===== config.mk =====
export PLATFORM = sky130hd
export DESIGN_NAME = control_decoder
export DESIGN_NICKNAME = d
export VERILOG_FILES = /design/src/verilog/core_pkg.sv /design/src/verilog/control_decoder.sv
export SDC_FILE = /design/constraint.sdc
export NUM_CORES = 1
export LEC_CHECK = 0
export ABC_AREA = 0
export BUFFER_PORTS_ARGS = -buffer_cell sky130_fd_sc_hd__buf_4
export CORE_ASPECT_RATIO = 0.75
export CORE_MARGIN = 4
export CORE_UTILIZATION = 32
export DETAILED_ROUTE_END_ITERATION = 6
export GPL_TIMING_DRIVEN = 0
export PLACE_DENSITY = 0.81
export RECOVER_POWER = 25
export SLEW_MARGIN = 40
export SYNTH_ARGS = -nofsm -noshare
export SYNTH_HDL_FRONTEND = slang
export SYNTH_SLANG_ARGS = --single-unit

===== constraint.sdc =====
create_clock -name vclk -period 0.9
set_input_delay 0 -clock vclk [all_inputs]
set_output_delay 0 -clock vclk [all_outputs]
set_load 0.005 [all_outputs]

===== src/verilog/core_pkg.sv =====
package core_pkg;

    localparam int DATA_WIDTH      = 32;
    localparam int REG_ADDR_LENGTH = 5;
    localparam int BYTE_WIDTH      = 8;
    localparam int CACHE_LINES     = 16;
    localparam int MEM_WORDS       = 256;

    // derived geometry
    localparam int NUM_BYTES      = DATA_WIDTH / BYTE_WIDTH;
    localparam int OFFSET_WIDTH   = $clog2(NUM_BYTES);
    localparam int INDEX_WIDTH    = $clog2(CACHE_LINES);
    localparam int TAG_WIDTH      = DATA_WIDTH - INDEX_WIDTH - OFFSET_WIDTH;
    localparam int MEM_ADDR_WIDTH = $clog2(MEM_WORDS);

    typedef logic [DATA_WIDTH-1:0]      word_t;
    typedef logic [REG_ADDR_LENGTH-1:0] reg_addr_t;
    typedef logic [DATA_WIDTH-1:0]      instr_t;
    typedef logic [15:0]                hit_count_t;
    typedef logic [NUM_BYTES-1:0]       byte_en_t;
    typedef logic [INDEX_WIDTH-1:0]     cache_index_t;
    typedef logic [TAG_WIDTH-1:0]       cache_tag_t;
    typedef logic [MEM_ADDR_WIDTH-1:0]  mem_addr_t;

    localparam reg_addr_t T0_REG = 5'd5;    // trigger flag lives here
    localparam reg_addr_t A0_REG = 5'd10;

    typedef enum logic [6:0] {
        OP_R      = 7'b0110011,
        OP_IMM    = 7'b0010011,
        OP_LOAD   = 7'b0000011,
        OP_STORE  = 7'b0100011,
        OP_BRANCH = 7'b1100011,
        OP_LUI    = 7'b0110111,
        OP_JAL    = 7'b1101111
    } opcode_e;

    typedef enum logic [3:0] {
        ALU_ADD, ALU_SUB, ALU_AND, ALU_OR, ALU_XOR, ALU_SLT, ALU_SLL, ALU_SRL
    } alu_op_e;

    typedef enum logic [1:0] {
        RES_ALU     = 2'd0,
        RES_MEM     = 2'd1,
        RES_PC_NEXT = 2'd2,
        RES_IMM     = 2'd3
    } result_src_e;

    typedef struct packed {
        reg_addr_t   rs1;
        reg_addr_t   rs2;
        reg_addr_t   rd;
        logic        reg_we;
        result_src_e result_src;
        alu_op_e     alu_control;
        logic        alu_src;       // 1 selects the immediate
        logic        mem_we;
        logic        mem_byte_op;
    } ctrl_t;

    typedef struct packed {
        logic     we;
        logic     byte_op;
        word_t    addr;
        word_t    wdata;
        byte_en_t byte_en;
    } mem_req_t;

endpackage


===== src/verilog/control_decoder.sv =====
`timescale 1ns/10ps

module control_decoder (
    input   core_pkg::instr_t   instr_i,
    output  core_pkg::ctrl_t    ctrl_o,
    output  core_pkg::word_t    imm_ext_o
);

    core_pkg::opcode_e  opcode;
    logic   [2:0]       funct3;
    logic               funct7_b5;
    core_pkg::word_t    imm_i, imm_s, imm_b, imm_u, imm_j;

    function automatic core_pkg::alu_op_e alu_decode(input logic [2:0] f3, input logic sub);
        core_pkg::alu_op_e op;
        case (f3)
            3'b000:  op = sub ? core_pkg::ALU_SUB : core_pkg::ALU_ADD;
            3'b001:  op = core_pkg::ALU_SLL;
            3'b010:  op = core_pkg::ALU_SLT;
            3'b100:  op = core_pkg::ALU_XOR;
            3'b101:  op = core_pkg::ALU_SRL;
            3'b110:  op = core_pkg::ALU_OR;
            3'b111:  op = core_pkg::ALU_AND;
            default: op = core_pkg::ALU_ADD;    // sltu not in the subset
        endcase
        return op;
    endfunction

    assign opcode    = core_pkg::opcode_e'(instr_i[6:0]);
    assign funct3    = instr_i[14:12];
    assign funct7_b5 = instr_i[30];

    // immediates by instruction format
    assign imm_i = {{20{instr_i[31]}}, instr_i[31:20]};
    assign imm_s = {{20{instr_i[31]}}, instr_i[31:25], instr_i[11:7]};
    assign imm_b = {{19{instr_i[31]}}, instr_i[31], instr_i[7], instr_i[30:25],
                    instr_i[11:8], 1'b0};
    assign imm_u = {instr_i[31:12], 12'b0};     // no sign extension
    assign imm_j = {{11{instr_i[31]}}, instr_i[31], instr_i[19:12], instr_i[20],
                    instr_i[30:21], 1'b0};

    always_comb begin
        ctrl_o             = '0;
        ctrl_o.rs1         = instr_i[19:15];
        ctrl_o.rs2         = instr_i[24:20];
        ctrl_o.rd          = instr_i[11:7];
        ctrl_o.result_src  = core_pkg::RES_ALU;
        ctrl_o.alu_control = core_pkg::ALU_ADD;
        imm_ext_o          = '0;

        case (opcode)
            core_pkg::OP_R: begin
                ctrl_o.reg_we      = 1'b1;
                ctrl_o.alu_control = alu_decode(funct3, funct7_b5);
            end
            core_pkg::OP_IMM: begin
                ctrl_o.reg_we      = 1'b1;
                ctrl_o.alu_src     = 1'b1;
                ctrl_o.alu_control = alu_decode(funct3, 1'b0);
                imm_ext_o          = imm_i;
            end
            core_pkg::OP_LOAD: begin
                // only lw (010) and lbu (100)
                ctrl_o.reg_we      = (funct3 == 3'b010) || (funct3 == 3'b100);
                ctrl_o.alu_src     = 1'b1;
                ctrl_o.result_src  = core_pkg::RES_MEM;
                ctrl_o.mem_byte_op = funct3[2];
                imm_ext_o          = imm_i;
            end
            core_pkg::OP_STORE: begin
                ctrl_o.mem_we      = (funct3 == 3'b000) || (funct3 == 3'b010);
                ctrl_o.alu_src     = 1'b1;
                ctrl_o.mem_byte_op = (funct3 == 3'b000);   // sb
                imm_ext_o          = imm_s;
            end
            core_pkg::OP_BRANCH: begin
                ctrl_o.alu_control = core_pkg::ALU_SUB;     // beq compare only
                imm_ext_o          = imm_b;
            end
            core_pkg::OP_LUI: begin
                ctrl_o.rs1        = '0;   // alu passes the immediate through
                ctrl_o.reg_we     = 1'b1;
                ctrl_o.alu_src    = 1'b1;
                ctrl_o.result_src = core_pkg::RES_IMM;
                imm_ext_o         = imm_u;
            end
            core_pkg::OP_JAL: begin
                ctrl_o.rs1        = '0;
                ctrl_o.reg_we     = 1'b1;
                ctrl_o.alu_src    = 1'b1;
                ctrl_o.result_src = core_pkg::RES_PC_NEXT;
                imm_ext_o         = imm_j;
            end
            default: ;  // unknown opcode writes nothing
        endcase
    end

endmodule


* Word level (Yosys, flattened, before mapping)
Index checks and enable logic that the tools add are counted.
** Cells by class
- Muxes and demuxes :: 11
- Equality and inequality tests :: 13
- Reductions and logical operators :: 7
** Operators by type and width (count)
- $pmux W32 S5 :: 1
- $eq A7 B6 Y1 const B :: 3
- $pmux W3 S7 :: 1
- $pmux W3 S6 :: 1
- $eq A7 B7 Y1 const B :: 2
- $eq A3 B3 Y1 const B :: 4
- $pmux W4 S3 :: 1
- $eq A7 B2 Y1 const B :: 1
- $eq A7 B5 Y1 const B :: 1
- $pmux W2 S3 :: 1
- $mux W5 :: 1
- $reduce_or A5 Y1 :: 1
- $pmux W1 S2 :: 2
- $reduce_or A2 Y1 :: 2
- $reduce_or A4 Y1 :: 1
- $eq A3 B1 Y1 const B :: 1
- $eq A3 B2 Y1 const B :: 1
- $logic_not A3 Y1 :: 1
- $mux W1 :: 3
- $logic_or A1 B1 Y1 :: 2
** Storage, ports and cells
- Bits in registers :: 0
- Input bits :: 32
- Output and inout bits :: 57

* Longest topological paths before layout
Gate-level depths: netlist of run 1.
- Depth in word-level cells :: 3
- Mapped depth :: 7
- Gate-level depth less buffers :: 4

* Worst setup path before layout of run 1
OpenSTA, ideal clock, no wires.
- Path kind :: input to output
- Start :: in instr_i[6]
- End :: out imm_ext_o[12]
- Data required time :: 0.900 ns
- Path slack :: -0.077 ns
- Data arrival time :: 0.977 ns
- Stages on the path :: 7
- Cell sequence :: buf_2 -> nand2b_4 -> o21ai_0 -> and3_1 -> buf_2 -> buf_6 -> a21o_1
** On the way
- Longest elaborated chain between the ends :: 3
** RTL lines
- start, declared :: line control_decoder.sv:4 : input core_pkg::instr_t instr_i,
- $eq A7 B2 Y1 / $eq A7 B5 Y1 (equally long branches) :: line control_decoder.sv:51 : case (opcode)
- $reduce_or A2 Y1 (no source line)
- $pmux W32 S5 * :: line control_decoder.sv:51
- end, declared :: line control_decoder.sv:6 : output core_pkg::word_t imm_ext_o
Every way passes the cells marked *; elsewhere a longest branch is shown, timed or not.

* Worst setup path after layout of run 1
- Start :: in instr_i[2]
- End :: out imm_ext_o[3]
Same word-level chain as after synthesis.

==> results.toml, run 1 <==
[outcome]
status = "finished, violations left"
violations = "negative setup slack"

[setup_path]
crit_type = "input pin to output port"
cpLargestDelayFamily = "simple AND/OR/NAND/NOR gates"
cp_max_fo = 6
critPathBufInv = 3
crit_path_end_kind = "output port"
crit_top_cell = "buf_6"
worstPathCellList = "buf_6 > nand4bb_4 > or2_1 > buf_6 > o21bai_4 > a22o_1 > buf_4"
critPathSlowestCell = "nand4bb_4"
worstPathArrival_ps = 1190
max_stage_delay_ps = 240
crit_cells = 7
cp-start-kind = "input pin"
cp.required_ps = 900

[logic_synthesis]
yosysWarnings = 0
synth_mux_area_share_pct = 2.64
syn-instance-count = 121
synth_top_family_by_area = "simple AND/OR/NAND/NOR gates"
synthXorXnorAreaFrac_pct = 1.15
synth.distinct_cells = 38
synthTopCellsByArea = "buf_4, nand2_1, nor2b_1"
ys_seq_area_share_pct = 0
syn_avg_cell_area_um2 = 6.28
synth_nets = 153
synthAdderAreaFrac_pct = 0
synth_area_um2 = 759
yosys.area.top_type = "buf_4"
synth_top_area_share_pct = 13.8
synth_compound_area_share_pct = 29.0
synthSimpleGateAreaFrac_pct = 45.0

[layout]
n_sequential_cell = 0
fin_area_um2 = 1870
nNetsFinal = 259
clockBufferCount = 0
mostFrequentLayoutCell = "buf_4"
antenna-diode-count = 0
drive_above_1_share_pct = 70.2
regArea_um2 = 0
area_delta_synth_final_pct = 146
fillers = 117
final_cell_mix = "buf_4, nand2_1, buf_6"

[timing]
rsz0062_at_grt = "true"
finalSetupViolations = 42
layout_setup_ws_ps = -292
slew_viol_final = 0
fmax_mhz = 839
setup-tns-final_ps = -7850
period_needed_ps = 1190
finalCritPeriodShare_pct = 132
finalHoldViolCount = 0

[grt]
grt.total_usage_pct = 22.2
grt_pass1_vias = 1213
grt_max_degree = 11
grt_pass1_wl_um = 5890
grt_antenna_before_repair = 0
overflow = 0

[placement]
hpwl_um = 2810
port_buffers = 84
placed_area_um2 = 1460
place.gp.congestion = 0.797

[clock_tree]
hold_buffers = 0

[die]
rows = 14
core_um2 = 2120
dieArea_um2 = 3220
chipWidth_um = 64.3
die_y_um = 50.2
start_util_pct = 35.8
pin_count = 89

[route]
avgViaCountPerCell = 5.30
dr.pass1.iters = 4
dr_total_vias = 1363
detail-route-antenna-nets = 0
wirelength_um = 4580
drt_iter0_drc = 55
wire_per_inst_um = 17.8
drc = 0

[min_path]
holdPathStages = 3
hold_class = "input pin to output port"

[power]
p_leak_uw = 0.00106
powerDensity_nw_per_um2 = 312
vdd_ir_drop_max_uv = 193

[run]
maxCapViolCount = 0
-- tightest hold or removal path: stages --
cell	delay, ps
buf_4	90
buf_4	90
buf_4	90
-- repair_timing --
item,CTS,global route
gates resized for setup,45,23
pin swaps,12,10
cloned,2,2
buffers inserted,10,9
setup endpoints to repair,40,45
-- report_power, final --
| part | internal [uW] | switching (uW) |
|---|---|---|
| clock | 0 | 0 |
| sequential | 0 | 0 |
| combinational | 343 | 239 |
| total | 343 | 239 |
-- per-layer routing --
metal	global-route usage, %	wire length [um]	vias to the layer above
met4	5.61	83	0
met5	0	0	-
met3	3.79	447	8
met2	44.0	2480	97
li1	-	-	608
met1	24.3	1570	650
-- path summary, 6_finish.rpt --
check | startpoint | slack [ps] | end
max | instr_i[2] | -290 | imm_ext_o[3]
min | instr_i[11] | 270 | ctrl_o[14]
-- stage by stage --
stage	cells	hold slack, ps	utilization [%]	power, uW	setup WS (ps)
floorplan	121	35.4	-	183	-32.9
global placement	237	261	69.1	412	-307
detailed placement	237	265	69.1	424	-353
CTS	247	265	79.8	482	-309
global route	257	281	88.1	616	-349
finish	257	270	88.1	582	-292
-- Yosys cell counts (2+ instances only) --
library cell	number
nand2_1	25
buf_4	14
nor2b_1	13
a21o_1	10
buf_2	6
nor2_1	5
a21oi_1	4
a22o_1	4
and3_1	3
inv_1	3
nor3_1	3
clkbuf_1	2
mux2i_1	2
nand3b_1	2
o21ai_0	2
-- logic make-up (layout without fill, tap and decap cells) --
group / after synthesis / count (layout)
compound gates: 29 / 29
xor+xnor: 1 / 1
buf+inv: 26 / 130
mux: 2 / 2
other cells: 1 / 1
simple gates: 62 / 62
-- layout make-up --
type                       count  area (um2)  area share [%]
multi-input combinational     95         754            40.4
timing repair buffer         107         862            46.2
inverter                       3        11.3           0.603
buffer                        20         199            10.7
tap                           32        40.0            2.14
No activity file was read; power rests on OpenSTA's default activity.
==> run 2: changes to the inputs <==
--- a/config.mk
+++ b/config.mk
@@ -12,7 +12,7 @@
 export CORE_UTILIZATION = 32
 export DETAILED_ROUTE_END_ITERATION = 6
 export GPL_TIMING_DRIVEN = 0
-export PLACE_DENSITY = 0.81
+export PLACE_DENSITY = 0.77
 export RECOVER_POWER = 25
 export SLEW_MARGIN = 40
 export SYNTH_ARGS = -nofsm -noshare
==> run 2 against run 1 <==
Against the previous run:
- the run still ends with negative setup slack left
- sequential cell count stayed put
- global-route usage increased by 1.1 points
- via count is 1.3% lower
- final area is 0.20% lower
- die area stayed put
- final cell count shrank 2.3%
- combinational power is 2% lower
- maximum frequency decreased by 3.7%
- sequential share of layout area did not move
- critical endpoint is now imm_ext_o[20]
- largest cell class unchanged
==> results.toml, run 2 (synthesized netlist as in run 1, its figures left out) <==
[die]
die_y_um = 50.2
dieArea_um2 = 3220
pin_count = 89
chipWidth_um = 64.3
start_util_pct = 35.8
rows = 14
core_um2 = 2120

[timing]
finalSetupViolations = 44
rsz0062_at_grt = "true"
finalCritPeriodShare_pct = 138
period_needed_ps = 1240
finalHoldViolCount = 0
slew_viol_final = 0
layout_setup_ws_ps = -339
fmax_mhz = 807

[route]
detail-route-antenna-nets = 0
dr_total_vias = 1345
avgViaCountPerCell = 5.36
drc = 0
dr.pass1.iters = 4
drt_iter0_drc = 75
wirelength_um = 4940
wire_per_inst_um = 19.7

[grt]
grt.total_usage_pct = 23.3
grt_pass1_vias = 1173
grt_antenna_before_repair = 0
grt_max_degree = 11
overflow = 0
grt_pass1_wl_um = 6020

[min_path]
hold_class = "input pin to output port"

[layout]
n_sequential_cell = 0
nNetsFinal = 253
area_delta_synth_final_pct = 145
mostFrequentLayoutCell = "buf_4"
final_cell_mix = "buf_4, buf_6, nand2_1"
antenna-diode-count = 0
fin_area_um2 = 1860
regArea_um2 = 0
clockBufferCount = 0
drive_above_1_share_pct = 68.9

[setup_path]
cp_max_fo = 5
crit_type = "input pin to output port"
cp.required_ps = 900
worstPathArrival_ps = 1240
cp-start-kind = "input pin"
crit_path_end_kind = "output port"

[placement]
placed_area_um2 = 1460
place.gp.congestion = 0.767
hpwl_um = 2800
port_buffers = 84

[power]
total_power_uw = 569
vdd_ir_drop_max_uv = 213
p_leak_uw = 0.00105
powerDensity_nw_per_um2 = 305

[run]
maxCapViolCount = 0

[outcome]
status = "finished, violations left"
violations = "negative setup slack"
[run 2: worst max-delay path, stage by stage]
cell,delay (ps)
buf_4,130
and4_1,210
and3_4,230
o21ai_2,190
buf_4,160
buf_6,130
nand2_2,60
buf_6,110
[run 2: report_power, final]
group | internal (uW) | switching [uW]
Sequential | 0 | 0
Clock | 0 | 0
Combinational | 334 | 234
Total | 334 | 234
[run 2: final timing paths]
check	slack, ps	depth (start not counted)	endpoint	from
worst max-delay path	-340	8	imm_ext_o[20]	instr_i[1]
worst min-delay path	260	3	ctrl_o[12]	instr_i[9]
[run 2: repair_timing]
action                                  4_1_cts  5_1_grt
hold buffers                                  0        0
gates cloned                                  3        0
pin swaps                                    16        7
endpoints found under the setup margin       45       46
gates resized for setup                      47       32
setup buffers                                13        2
[run 2: metrics by stage]
| stage | util [%] | hold slack [ps] | TNS, ps | instances | setup WS (ps) |
|---|---|---|---|---|---|
| after floorplan | - | 35.4 | -148 | 121 | -32.9 |
| after global routing | 87.9 | 279 | -10160 | 251 | -357 |
| final | 87.9 | 264 | -8910 | 251 | -339 |
| after detailed placement | 69.1 | 263 | -9900 | 237 | -360 |
| after global placement | 69.1 | 261 | -9030 | 237 | -339 |
| after CTS | 83.1 | 263 | -7590 | 252 | -273 |
[run 2: final cells by class]
class | count | area, um2
repair buffers | 102 | 883
multi-input cells | 95 | 744
plain buffers | 19 | 184
fillers | 109 | 256
well taps | 32 | 40.0
inverters | 3 | 11.3
[run 2: per-layer routing]
layer,share of wire (%),global-route usage (%),up-vias
li1,-,-,597
met3,8.1,2.23,28
met2,51,42.8,90
met5,0,0,-
met1,36,29.8,630
met4,5.0,4.56,0
